`src/axi_mem_lite_config.svh`:
```
// Memory geometry macros for the AXI4-Lite endpoint, included by the package and each RTL file
`ifndef AXI_MEM_LITE_CONFIG_SVH
`define AXI_MEM_LITE_CONFIG_SVH

// Byte address width seen on the AXI4-Lite port
`define AXI_MEM_ADDR_WIDTH 16

// Data word width, one strobe bit per byte lane
`define AXI_MEM_DATA_WIDTH 32
`define AXI_MEM_STRB_WIDTH (`AXI_MEM_DATA_WIDTH / 8)

// Memory depth in words, 256 words for a log2 of 8
`define AXI_MEM_WORDS_LOG2 8
`define AXI_MEM_WORDS (1 << `AXI_MEM_WORDS_LOG2)

// Split of the byte address into region, word index and byte offset
`define AXI_MEM_OFFSET_BITS 2
`define AXI_MEM_REGION_BITS \
    (`AXI_MEM_ADDR_WIDTH - `AXI_MEM_WORDS_LOG2 - `AXI_MEM_OFFSET_BITS)

`endif

```
`src/axi_mem_lite_pkg.sv`:
```
// Types shared by the endpoint RTL and its testbench, pulled in by a wildcard import
`include "axi_mem_lite_config.svh"

package axi_mem_lite_pkg;

    // AXI response codes, only the two this endpoint ever returns
    typedef enum logic [1:0]
    {
        OKAY   = 2'b00,
        DECERR = 2'b11
    } axi_resp_t;

    // Field view of a byte address
    // The region must be zero for the address to land inside the memory
    typedef struct packed
    {
        logic [`AXI_MEM_REGION_BITS-1:0] region;
        logic [`AXI_MEM_WORDS_LOG2-1:0]  word_index;
        logic [`AXI_MEM_OFFSET_BITS-1:0] byte_offset;
    } mem_addr_fields_t;

    // One address word read either as it arrives on the bus or split into fields
    typedef union packed
    {
        logic [`AXI_MEM_ADDR_WIDTH-1:0] raw;
        mem_addr_fields_t               f;
    } mem_addr_u;

endpackage

```
`src/axi_mem_lite_ctrl.sv`:
```
// Controller FSM serving one AXI4-Lite read or write at a time from the word memory
`timescale 1ns/1ps
`include "axi_mem_lite_config.svh"

module axi_mem_lite_ctrl
    import axi_mem_lite_pkg::*;
(
    input  logic                             clk,
    input  logic                             reset,

    // Request and response channels from the joint
    input  logic                             m_awvalid,
    output logic                             m_awready,
    input  logic [`AXI_MEM_ADDR_WIDTH-1:0]   m_awaddr,
    input  logic                             m_wvalid,
    output logic                             m_wready,
    input  logic [`AXI_MEM_DATA_WIDTH-1:0]   m_wdata,
    input  logic [`AXI_MEM_STRB_WIDTH-1:0]   m_wstrb,
    output logic                             m_bvalid,
    input  logic                             m_bready,
    output axi_resp_t                        m_bresp,
    input  logic                             m_arvalid,
    output logic                             m_arready,
    input  logic [`AXI_MEM_ADDR_WIDTH-1:0]   m_araddr,
    output logic                             m_rvalid,
    input  logic                             m_rready,
    output logic [`AXI_MEM_DATA_WIDTH-1:0]   m_rdata,
    output axi_resp_t                        m_rresp,

    // Memory array ports
    output logic                             rd_en,
    output logic [`AXI_MEM_WORDS_LOG2-1:0]   rd_index,
    input  logic [`AXI_MEM_DATA_WIDTH-1:0]   rd_data,
    output logic                             wr_en,
    output logic [`AXI_MEM_WORDS_LOG2-1:0]   wr_index,
    output logic [`AXI_MEM_DATA_WIDTH-1:0]   wr_data,
    output logic [`AXI_MEM_STRB_WIDTH-1:0]   wr_strb
);

    // FSM state encoding
    localparam logic [1:0] IDLE = 2'd0;
    localparam logic [1:0] READ_WAIT = 2'd1;
    localparam logic [1:0] READ_RESP = 2'd2;
    localparam logic [1:0] WRITE_RESP = 2'd3;

    logic [1:0]                       state;
    logic                             prefer_read;
    mem_addr_u                        aw_addr;
    mem_addr_u                        ar_addr;
    logic                             aw_decerr;
    logic                             ar_decerr;
    logic                             wr_req;
    logic                             rd_req;
    logic                             take_write;
    logic                             take_read;
    axi_resp_t                        bresp_q;
    axi_resp_t                        rresp_q;
    logic [`AXI_MEM_DATA_WIDTH-1:0]   rdata_q;

    // Decode both request addresses through the shared union
    assign aw_addr.raw = m_awaddr;
    assign ar_addr.raw = m_araddr;
    assign aw_decerr = (aw_addr.f.region != '0);
    assign ar_decerr = (ar_addr.f.region != '0);

    // A write needs both its address and its data before it can be taken
    assign wr_req = m_awvalid && m_wvalid;
    assign rd_req = m_arvalid;

    always_comb
    begin
        take_write = 1'b0;
        take_read = 1'b0;
        if (state == IDLE)
        begin
            if (wr_req && rd_req)
            begin
                // The round-robin flag decides when both kinds are pending
                take_read = prefer_read;
                take_write = !prefer_read;
            end
            else
            begin
                take_write = wr_req;
                take_read = rd_req;
            end
        end
    end

    assign m_awready = take_write;
    assign m_wready = take_write;
    assign m_arready = take_read;

    // Out-of-range writes are dropped and out-of-range reads skip the array
    assign wr_en = take_write && !aw_decerr;
    assign wr_index = aw_addr.f.word_index;
    assign wr_data = m_wdata;
    assign wr_strb = m_wstrb;
    assign rd_en = take_read && !ar_decerr;
    assign rd_index = ar_addr.f.word_index;

    always_ff @(posedge clk)
    begin
        if (reset)
        begin
            state <= IDLE;
            prefer_read <= 1'b0;
        end
        else
        begin
            case (state)
                IDLE:
                begin
                    if (take_write)
                    begin
                        state <= WRITE_RESP;
                        prefer_read <= 1'b1;
                    end
                    else if (take_read)
                    begin
                        state <= READ_WAIT;
                        prefer_read <= 1'b0;
                    end
                end
                // The array word arrives during this cycle
                READ_WAIT: state <= READ_RESP;
                READ_RESP:
                begin
                    if (m_rready)
                    begin
                        state <= IDLE;
                    end
                end
                WRITE_RESP:
                begin
                    if (m_bready)
                    begin
                        state <= IDLE;
                    end
                end
                default: state <= IDLE;
            endcase
        end
    end

    // Response payload stays stable while the host stalls
    always_ff @(posedge clk)
    begin
        if (take_write)
        begin
            bresp_q <= aw_decerr ? DECERR : OKAY;
        end
        if (take_read)
        begin
            rresp_q <= ar_decerr ? DECERR : OKAY;
        end
        if (state == READ_WAIT)
        begin
            // Decode errors return zero in place of the stale array output
            rdata_q <= (rresp_q == DECERR) ? '0 : rd_data;
        end
    end

    assign m_bvalid = (state == WRITE_RESP);
    assign m_bresp = bresp_q;
    assign m_rvalid = (state == READ_RESP);
    assign m_rdata = rdata_q;
    assign m_rresp = rresp_q;

endmodule

```
`config.mk`:
```
export PLATFORM = sky130hd
export DESIGN_NAME = axi_mem_lite_ctrl
export DESIGN_NICKNAME = d
export VERILOG_FILES = /design/src/axi_mem_lite_pkg.sv /design/src/axi_mem_lite_ctrl.sv
export VERILOG_INCLUDE_DIRS = /design/src
export SDC_FILE = /design/constraint.sdc
export NUM_CORES = 1
export LEC_CHECK = 0
export BUFFER_PORTS_ARGS = -buffer_cell sky130_fd_sc_hd__buf_2
export CAP_MARGIN = 20
export CORE_ASPECT_RATIO = 1.2
export CORE_MARGIN = 5
export CORE_UTILIZATION = 25
export CTS_BUF_LIST = sky130_fd_sc_hd__clkbuf_8
export DETAILED_ROUTE_END_ITERATION = 10
export SLEW_MARGIN = 30
export SYNTH_ARGS = -nofsm -noshare
export SYNTH_HDL_FRONTEND = slang
export SYNTH_SLANG_ARGS = --single-unit
```
`constraint.sdc`:
```
create_clock -name clk -period 1.45 [get_ports clk]
set_input_delay 0.0725 -clock clk [delete_from_list [all_inputs] [get_ports clk]]
set_output_delay 0.0725 -clock clk [all_outputs]
set_load 0.01 [all_outputs]
```
==> out/results.ini <==
[status]
status = finished, final reports clean

[logic_synthesis]
syn_area_um2 = 1870
synthMuxAreaShare_pct = 0
ys_types = 22
synth_top_family_by_area = buffers and inverters
synth_compound_area_share_pct = 2.75
syn_avg_cell_area_um2 = 12.2
synth_simple_gate_area_share_pct = 16.2
ys_ff_latch = 37
synth_xor_area_share_pct = 0
synth.top_cells.by_area = edfxtp_1, buf_4, nor2b_1
synth_seq_area_share_pct = 57.9
yosys.area.top_type_share_pct = 54.7
synth_fp_nets = 260
synth_fa_ha_area_share_pct = 0
synthCells = 153
yosysTopAreaCell = edfxtp_1
yosys_warnings = 0

[layout]
multi_input_area_um2 = 355
diodes = 0
final_common_cell = buf_2
fill_cells = 772
nets = 307
regArea_um2 = 1080
drive_gt1_share_pct = 53.2
area_delta_synth_final_pct = 17.6
mostFrequentLayoutCells = buf_2, edfxtp_1, nor2b_1, nand2_1, clkbuf_8

[floorplan]
die_w_um = 88.9
core_region_area_um2 = 7270
boundaryPins = 202
rows = 34
start_util_pct = 25.6
die_h_um = 105
die-area_um2 = 9300

[routing]
drtIter0Drc = 20
ant_nets = 0
drc = 0
drt_first_pass_iters = 4
via_per_inst = 3.96
num_vias = 1153
routedWlPerCell_um = 16.8
drt_wl_total_um = 4890

[sta]
fin_skew_ns = 0.00143
worst_pin_slew_ns = 0.293
fin_crit_sh_pct = 91.3
relSlewSlack_pct = 80.3
setup_tns_ns = 0
finalHoldViolCount = 0
finalMaxSlewViolations = 0
finalSetupViolCount = 0
rsz0062_at_grt = no
post-route-min-period_ns = 1.32
max_freq_mhz = 755

[critical_path]
cp_slowest_cell = dfxtp_2
rrSetupSlack_ns = 0.35
worst_setup_path_end_kind = output port
crit_chain = nor2_4 > o211a_1 > and3_1 > buf_2
crit_arrival_ns = 1.25
start_kind = register
critical_path.max_stage_delay_ns = 0.35
criticalPathCategory = reg -> out
worstPathMaxFanout = 5
required_ns = 1.38

[clock_tree]
cts_root_buffer = clkbuf_8
clk_pin_slew_ns = 0.07
clock_sinks = 37
cts.path.max_buffers = 2
clk_latency_ns = 0.28
h-tree-depth = 2
cts_tree = done
numCtsBuffers = 5

[min_path]
hold_class = in -> reg

[grt]
grt_max_degree = 35
grt_overflow = 0
grt_use_total_pct = 10.0
grt_pass1_vias = 1137
grt_antenna_before_repair = 0
grt_pass1_wl_um = 6710

[power]
p_per_area_nw_per_um2 = 1100
clock_power_share_pct = 35.7
finalPower_w = 0.00241
switching_power_w = 0.000521
seqPwrFrac_pct = 52.2
sw_frac_of_total_pct = 21.6
ir_drop_uv = 390
comb_power_share_pct = 12.2
p_int_w = 0.00189
power.leakage_nw = 0.942

[flow_run]
drv_cap = 0

[place]
place_congestion = 0.659
portBuffers = 93
dp_hpwl_um = 4120

[worst max-delay path, delay by kind of cell, from the launching register on]
kind,cells,cell delay (ns)
AOI/OAI and AO/OA,1,0.20
and+or+nand+nor,2,0.30
DFF,1,0.35
buffers and inverters,1,0.12
[path summary, 6_finish.rpt]
check              start           to  cells past startpoint
min            m_arvalid  prefer_read                      2
max reg2reg     state[1]  m_rdata[19]                      2
max             state[0]        rd_en                      4
min reg2reg  prefer_read  prefer_read                      1
[area by class of cell]
class,instances,area share (%)
Inverter,1,0.171
Timing Repair Buffer,98,24.2
Tap cell,90,5.13
Clock buffer,5,3.14
Multi-Input combinational cell,57,16.2
Sequential cell,37,49.3
Clock inverter,3,1.88
[registers in the layout (all words and copies together), names as in the netlist]
signal and flops:
m_bresp 1, m_rresp 1, state 2, prefer_read 1
m_rdata 32
[kinds of logic after synthesis]
logic type / count (synthesis)
flip-flops: 37
buffers and inverters: 59
AO/OA/AOI/OAI: 7
AND/OR/NAND/NOR: 50
[synthesized netlist by cell type]
| cell | count |
|---|---|
| buf_4 | 55 |
| edfxtp_1 | 34 |
| nor2b_1 | 31 |
| nand2_1 | 5 |
| and2b_1 | 4 |
| dfxtp_1 | 3 |
| nor2_1 | 3 |
| a21oi_1 | 2 |
| buf_2 | 2 |
| nor4_1 | 2 |
| a21o_1 | 1 |
| a311oi_1 | 1 |
| a31oi_1 | 1 |
| and2_1 | 1 |
| and3_1 | 1 |
| clkbuf_1 | 1 |
| inv_1 | 1 |
| nand2b_1 | 1 |
| nand4_1 | 1 |
| nor2_4 | 1 |
| o211a_1 | 1 |
| o2bb2ai_1 | 1 |
[power by group through the flow]
| stage | Clock (W) | Sequential [W] | Combinational [W] |
|---|---|---|---|
| 6_report | 0.000861 | 0.00126 | 0.000293 |
| 5_1_grt | 0.000952 | 0.00127 | 0.000325 |
| 4_1_cts | 0.000903 | 0.00126 | 0.000291 |
| 3_5_place_dp | 0 | 0.00128 | 0.000288 |
| 3_3_place_gp | 0 | 0.00128 | 0.000284 |
| 2_1_floorplan | 0 | 0.00132 | 0.000242 |
[routing by layer]
layer  share of wire, %  GRT usage, %  vias up  wire length (um)
li1                   -             -      546                 -
met1                 25          8.02      487              1220
met2                 47          15.4       85              2280
met3                 22          8.58       35              1080
met4                6.4          7.24        0               311
met5                  0             0        -                 0
[per-stage QoR]
step	cells	hold slack, ns	util [%]	setup WS (ns)	area, um^2
6_report	291	0.0342	30.2	0.126	2190
5_1_grt	291	0.0296	30.2	0.00317	2190
4_1_cts	289	0.0204	29.9	0.0503	2180
3_5_place_dp	280	0.145	28.3	0.323	2060
3_3_place_gp	280	0.145	28.3	0.341	2060
2_1_floorplan	153	0.142	-	0.168	1870
[what timing repair did]
action | in CTS | in global routing
buffers inserted | 0 | 2
setup endpoints to repair | 0 | 1
gates resized for setup | 0 | 1
endpoints found under the hold margin | 3 | 0
hold buffers | 1 | 0
(Power assumes the default switching activity.)
