### config.mk
export PLATFORM = sky130hd
export DESIGN_NAME = axi_mem_lite_connect
export DESIGN_NICKNAME = d
export VERILOG_FILES = /design/src/axi_mem_lite_pkg.sv /design/src/axi_mem_lite_connect.sv
export VERILOG_INCLUDE_DIRS = /design/src
export SDC_FILE = /design/constraint.sdc
export NUM_CORES = 1
export LEC_CHECK = 0
export BUFFER_PORTS_ARGS = -buffer_cell sky130_fd_sc_hd__buf_2
export CAP_MARGIN = 40
export CORE_UTILIZATION = 49
export DETAILED_ROUTE_END_ITERATION = 7
export PLACE_DENSITY = 0.87
export SETUP_SLACK_MARGIN = 0.3
export SYNTH_ARGS = -nofsm -noshare
export SYNTH_HDL_FRONTEND = slang
export SYNTH_SLANG_ARGS = --single-unit
### constraint.sdc
create_clock -name clk -period 2.2 [get_ports clk]
set_input_delay 0.11 -clock clk [delete_from_list [all_inputs] [get_ports clk]]
set_output_delay 0.11 -clock clk [all_outputs]
set_load 0.01 [all_outputs]
### src/axi_mem_lite_config.svh
// Memory geometry macros for the AXI4-Lite endpoint, included by the package and each RTL file
`ifndef AXI_MEM_LITE_CONFIG_SVH
`define AXI_MEM_LITE_CONFIG_SVH

// Byte address width seen on the AXI4-Lite port
`define AXI_MEM_ADDR_WIDTH 16

// Data word width, one strobe bit per byte lane
`define AXI_MEM_DATA_WIDTH 32
`define AXI_MEM_STRB_WIDTH (`AXI_MEM_DATA_WIDTH / 8)

// Memory depth in words, 256 words for a log2 of 8
`define AXI_MEM_WORDS_LOG2 8
`define AXI_MEM_WORDS (1 << `AXI_MEM_WORDS_LOG2)

// Split of the byte address into region, word index and byte offset
`define AXI_MEM_OFFSET_BITS 2
`define AXI_MEM_REGION_BITS \
    (`AXI_MEM_ADDR_WIDTH - `AXI_MEM_WORDS_LOG2 - `AXI_MEM_OFFSET_BITS)

`endif

### src/axi_mem_lite_pkg.sv
// Types shared by the endpoint RTL and its testbench, pulled in by a wildcard import
`include "axi_mem_lite_config.svh"

package axi_mem_lite_pkg;

    // AXI response codes, only the two this endpoint ever returns
    typedef enum logic [1:0]
    {
        OKAY   = 2'b00,
        DECERR = 2'b11
    } axi_resp_t;

    // Field view of a byte address
    // The region must be zero for the address to land inside the memory
    typedef struct packed
    {
        logic [`AXI_MEM_REGION_BITS-1:0] region;
        logic [`AXI_MEM_WORDS_LOG2-1:0]  word_index;
        logic [`AXI_MEM_OFFSET_BITS-1:0] byte_offset;
    } mem_addr_fields_t;

    // One address word read either as it arrives on the bus or split into fields
    typedef union packed
    {
        logic [`AXI_MEM_ADDR_WIDTH-1:0] raw;
        mem_addr_fields_t               f;
    } mem_addr_u;

endpackage

### src/axi_mem_lite_connect.sv
// Registered AXI4-Lite joint with skid buffers on AW, W and AR that sits between host and controller
`timescale 1ns/1ps
`include "axi_mem_lite_config.svh"

module axi_mem_lite_connect
    import axi_mem_lite_pkg::*;
(
    input  logic                             clk,
    input  logic                             reset,

    // The joint acts as the slave on the host side
    input  logic                             s_awvalid,
    output logic                             s_awready,
    input  logic [`AXI_MEM_ADDR_WIDTH-1:0]   s_awaddr,
    input  logic                             s_wvalid,
    output logic                             s_wready,
    input  logic [`AXI_MEM_DATA_WIDTH-1:0]   s_wdata,
    input  logic [`AXI_MEM_STRB_WIDTH-1:0]   s_wstrb,
    output logic                             s_bvalid,
    input  logic                             s_bready,
    output axi_resp_t                        s_bresp,
    input  logic                             s_arvalid,
    output logic                             s_arready,
    input  logic [`AXI_MEM_ADDR_WIDTH-1:0]   s_araddr,
    output logic                             s_rvalid,
    input  logic                             s_rready,
    output logic [`AXI_MEM_DATA_WIDTH-1:0]   s_rdata,
    output axi_resp_t                        s_rresp,

    // The joint acts as the master toward the controller
    output logic                             m_awvalid,
    input  logic                             m_awready,
    output logic [`AXI_MEM_ADDR_WIDTH-1:0]   m_awaddr,
    output logic                             m_wvalid,
    input  logic                             m_wready,
    output logic [`AXI_MEM_DATA_WIDTH-1:0]   m_wdata,
    output logic [`AXI_MEM_STRB_WIDTH-1:0]   m_wstrb,
    input  logic                             m_bvalid,
    output logic                             m_bready,
    input  axi_resp_t                        m_bresp,
    output logic                             m_arvalid,
    input  logic                             m_arready,
    output logic [`AXI_MEM_ADDR_WIDTH-1:0]   m_araddr,
    input  logic                             m_rvalid,
    output logic                             m_rready,
    input  logic [`AXI_MEM_DATA_WIDTH-1:0]   m_rdata,
    input  axi_resp_t                        m_rresp
);

    // Channel numbering inside the shared skid buffer generate loop
    localparam int CH_AW = 0;
    localparam int CH_W = 1;
    localparam int CH_AR = 2;
    localparam int PAYLOAD_W = `AXI_MEM_DATA_WIDTH + `AXI_MEM_STRB_WIDTH;

    logic                 in_valid [3];
    logic                 in_ready [3];
    logic [PAYLOAD_W-1:0] in_payload [3];
    logic                 out_valid [3];
    logic                 out_ready [3];
    logic [PAYLOAD_W-1:0] out_payload [3];

    // Gather the three request channels into a common form
    assign in_valid[CH_AW] = s_awvalid;
    assign in_valid[CH_W] = s_wvalid;
    assign in_valid[CH_AR] = s_arvalid;
    assign in_payload[CH_AW] = PAYLOAD_W'(s_awaddr);
    assign in_payload[CH_W] = {s_wstrb, s_wdata};
    assign in_payload[CH_AR] = PAYLOAD_W'(s_araddr);
    assign out_ready[CH_AW] = m_awready;
    assign out_ready[CH_W] = m_wready;
    assign out_ready[CH_AR] = m_arready;

    for (genvar ch = 0; ch < 3; ch++)
    begin : g_skid
        // Address channels keep only the address bits while W keeps strobe and data
        localparam int W = (ch == CH_W) ? PAYLOAD_W : `AXI_MEM_ADDR_WIDTH;

        logic [W-1:0] entry [2];
        logic         wr_ptr;
        logic         rd_ptr;
        logic [1:0]   count;
        logic [1:0]   count_next;
        logic         ready_q;
        logic         push;
        logic         pop;

        assign push = in_valid[ch] && ready_q;
        assign pop = out_valid[ch] && out_ready[ch];
        assign count_next = count + 2'(push) - 2'(pop);

        always_ff @(posedge clk)
        begin
            if (reset)
            begin
                count <= '0;
                wr_ptr <= 1'b0;
                rd_ptr <= 1'b0;
                ready_q <= 1'b0;
            end
            else
            begin
                count <= count_next;
                wr_ptr <= wr_ptr ^ push;
                rd_ptr <= rd_ptr ^ pop;
                // Ready follows occupancy alone so the target ready never reaches the host
                ready_q <= (count_next != 2'd2);
            end
        end

        // Each accepted transfer stores its payload in the entry at the write pointer
        always_ff @(posedge clk)
        begin
            if (push)
            begin
                entry[wr_ptr] <= in_payload[ch][W-1:0];
            end
        end

        assign in_ready[ch] = ready_q;
        assign out_valid[ch] = (count != 2'd0);
        assign out_payload[ch] = PAYLOAD_W'(entry[rd_ptr]);
    end

    assign s_awready = in_ready[CH_AW];
    assign s_wready = in_ready[CH_W];
    assign s_arready = in_ready[CH_AR];

    assign m_awvalid = out_valid[CH_AW];
    assign m_awaddr = out_payload[CH_AW][`AXI_MEM_ADDR_WIDTH-1:0];
    assign m_wvalid = out_valid[CH_W];
    assign {m_wstrb, m_wdata} = out_payload[CH_W];
    assign m_arvalid = out_valid[CH_AR];
    assign m_araddr = out_payload[CH_AR][`AXI_MEM_ADDR_WIDTH-1:0];

    // Responses already come from registers in the controller and pass straight through
    assign s_bvalid = m_bvalid;
    assign s_bresp = m_bresp;
    assign m_bready = s_bready;
    assign s_rvalid = m_rvalid;
    assign s_rdata = m_rdata;
    assign s_rresp = m_rresp;
    assign m_rready = s_rready;

endmodule

==> impl_metrics.toml <==
[floorplan]
rows = 39
ioPinCount = 230
die_y_um = 112
die_x_um = 112
die-area_sq_um = 12500
start_util_pct = 51.1
core-area_sq_um = 11600

[placement]
place.gp.congestion = 0.711
dp_cells = 568
hpwl_mm = 6.94
port_buffers = 149

[detailed_routing]
wl_mm = 11.4
via_count = 3330
drc = 15
drtPass1Iterations = 8
ant_nets = 0
drt_iter0_markers = 147
wl_per_cell_um = 17.1
via_per_inst = 4.99

[finish]
n_fill_cell = 753
diodes = 0
multi_input_area_sq_um = 1150
layout.nets = 634
ff_latch_area_sq_um = 4390
instances_no_fill = 668
synthToLayoutAreaGrowth_pct = 31.2
post_route_cells_drive_above_1_share_pct = 49.1

[cts]
insertion_delay_ns = 0.42
path_clk_slew_ns = 0.06
cts_root_buf = "clkbuf_16"
clock_path_buffers = 2
htreeDepth = 4
cts_buffers = 17
cts_tree = "done"
cts.sinks = 151

[yosys]
yosys.area.top_type_share_pct = 69.1
yosysMostFrequentCell = "edfxtp_1"
synth_commonest_cells = "136 x edfxtp_1, 68 x mux2_2, 45 x buf_4, 15 x dfxtp_1, 9 x nor2_1"
syn_nets = 444
syn_inst = 322
async_reset_ff_share_pct = 0
syn_area_per_cell_sq_um = 18.4
yosys_warnings = 0
synth_edf_count = 136
ys_ff_latch = 151
synthFlopType = "edfxtp_1"
synth_top_cell_by_area = "edfxtp_1"
synth_cell_types = 19
yosysSeqAreaShare_pct = 74.2
synthTopCellsByArea = "edfxtp_1 69%, mux2_2 13%, buf_4 5.7%, dfxtp_1 5.1%, ha_1 1.3%"
synthesis.area_sq_um = 5910

[worst_setup_path]
end_kind = "primary output"
critPathRequiredTime_ns = 2.09
worst-setup-path-type = "register to primary output"
critPathMaxFanout = 37
crit_path_start_kind = "register"
cp.arrival_ns = 1.71

[worst_hold_path]
hold_class = "primary input to register"

[sta]
hold_slack_ns = 0.0570
final-hold-violation-count = 0
rsz0062_at_grt = "false"
fin_skew_ns = 0.0101
drv_slew = 0
tightest_slew_ns = 0.782
min_period_ns = 1.82
fin_crit_sh_pct = 82.5
setup_viol = 0
finalSetupTns_ns = 0
max_freq_mhz = 551
relSlewSlack_pct = 47.9

[global_route]
grt_pass1_vias = 3590
grt_pass1_wl_mm = 17.4
grt_overflow_total = 0
antenna_found_initial = 0
grt_max_degree = 38
grt_use_total_pct = 18.9

[run]
drv_cap = 0

[power_and_ir_drop]
clockPowerShare_pct = 33.3
seqPwrFrac_pct = 44.2
cellPowerDensity_nw_per_um2 = 1080
p_leak_nw = 2.98
vdd.ir_drop.worst_mv = 0.780
swShare_pct = 26.1
p_int_mw = 6.17
p_sw_mw = 2.18
power_frac_comb_pct = 22.5

[outcome]
status = "finished with violations"
violations = "design-rule violations"
==> worst paths after layout <==
check / start / to / slack (ns) / cells past startpoint
max: g_skid[1].rd_ptr / m_wstrb[1] / 0.38 / 3
max reg2reg: s_awready / g_skid[0].entry[0][10] / 0.58 / 2
min: reset / g_skid[2].wr_ptr / 0.06 / 2
min reg2reg: g_skid[0].wr_ptr / g_skid[0].wr_ptr / 0.56 / 3
==> placed cells by master, fill, tap and decap left out <==
master,count
dfxtp_2,2
inv_1,3
mux2_2,68
bufinv_16,2
nand2_1,3
clkinv_4,2
a21boi_2,3
clkbuf_16,17
clkbuf_8,1
and3_1,3
clkbuf_1,3
xor2_1,6
dfxtp_1,13
and2_1,3
clkinvlp_4,4
edfxtp_1,136
buf_4,3
or2_2,3
dlygate4sd3_1,68
inv_6,1
xnor2_1,3
o21ba_1,3
ha_2,1
nor2_1,9
ha_1,5
nor2b_1,6
buf_2,149
clkinv_2,2
mux2i_1,3
==> cell families after synthesis <==
| family | share of synthesized area (%) |
|---|---|
| flip-flops | 74.2 |
| adder cells (fa/ha/maj) | 1.27 |
| multiplexers | 13.5 |
| AND/OR/NAND/NOR | 2.35 |
| AO/OA/AOI/OAI | 1.08 |
| buffers and inverters | 6.35 |
| XOR/XNOR | 1.33 |
==> power by group through the flow <==
stage | Combinational, mW | Clock, mW | Sequential, mW
after detailed placement | 1.78 | 0 | 3.75
after floorplan | 1.32 | 0 | 3.64
after global placement | 1.74 | 0 | 3.72
after global routing | 2.02 | 2.94 | 3.73
final | 1.88 | 2.78 | 3.69
after CTS | 1.89 | 2.83 | 3.70
==> layer usage <==
layer | track usage, % | routed length, um | vias up
met5 | 0 | 0 | -
met4 | 14.1 | 406 | 0
met3 | 5.44 | 575 | 39
met2 | 34.3 | 6270 | 132
met1 | 18.0 | 4150 | 1621
li1 | - | - | 1538
==> per-stage QoR <==
stage	setup WS [ns]	utilization (%)	power [mW]	instance area, sq um
floorplan	0.450	-	4.96	5910
global route	0.305	67.1	8.69	7760
detailed placement	0.563	56.2	5.53	6500
CTS	0.367	67.1	8.41	7760
global placement	0.675	56.2	5.46	6500
finish	0.384	67.1	8.35	7760
==> layout make-up <==
cell class	instances	share of cell area [%]
tap	143	2.31
clock buffer	21	5.81
multi-input combinational	119	14.9
clock inverter	11	1.63
timing repair buffer	220	18.7
inverter	3	0.145
sequential	151	56.5
==> sequential cells by signal, indices dropped and copies added (netlist names) <==
signal         flops
s_arready          1
g_skid.entry     136
s_wready           1
s_awready          1
g_skid.wr_ptr      3
g_skid.rd_ptr      3
g_skid.count       6
==> critical path, cell delays in order (launching register included) <==
cell,delay [ns]
dfxtp_1,0.30
buf_4,0.42
mux2_2,0.40
buf_2,0.15
==> timing repair <==
| item | 4_1_cts | 5_1_grt |
|---|---|---|
| buffers inserted | 0 | 0 |
| hold buffers | 68 | 0 |
| gates resized for setup | 2 | 0 |
| endpoints found under the hold margin | 136 | 0 |
| endpoints found under the setup margin | 32 | 0 |
Power figures use the tool's default switching activity.
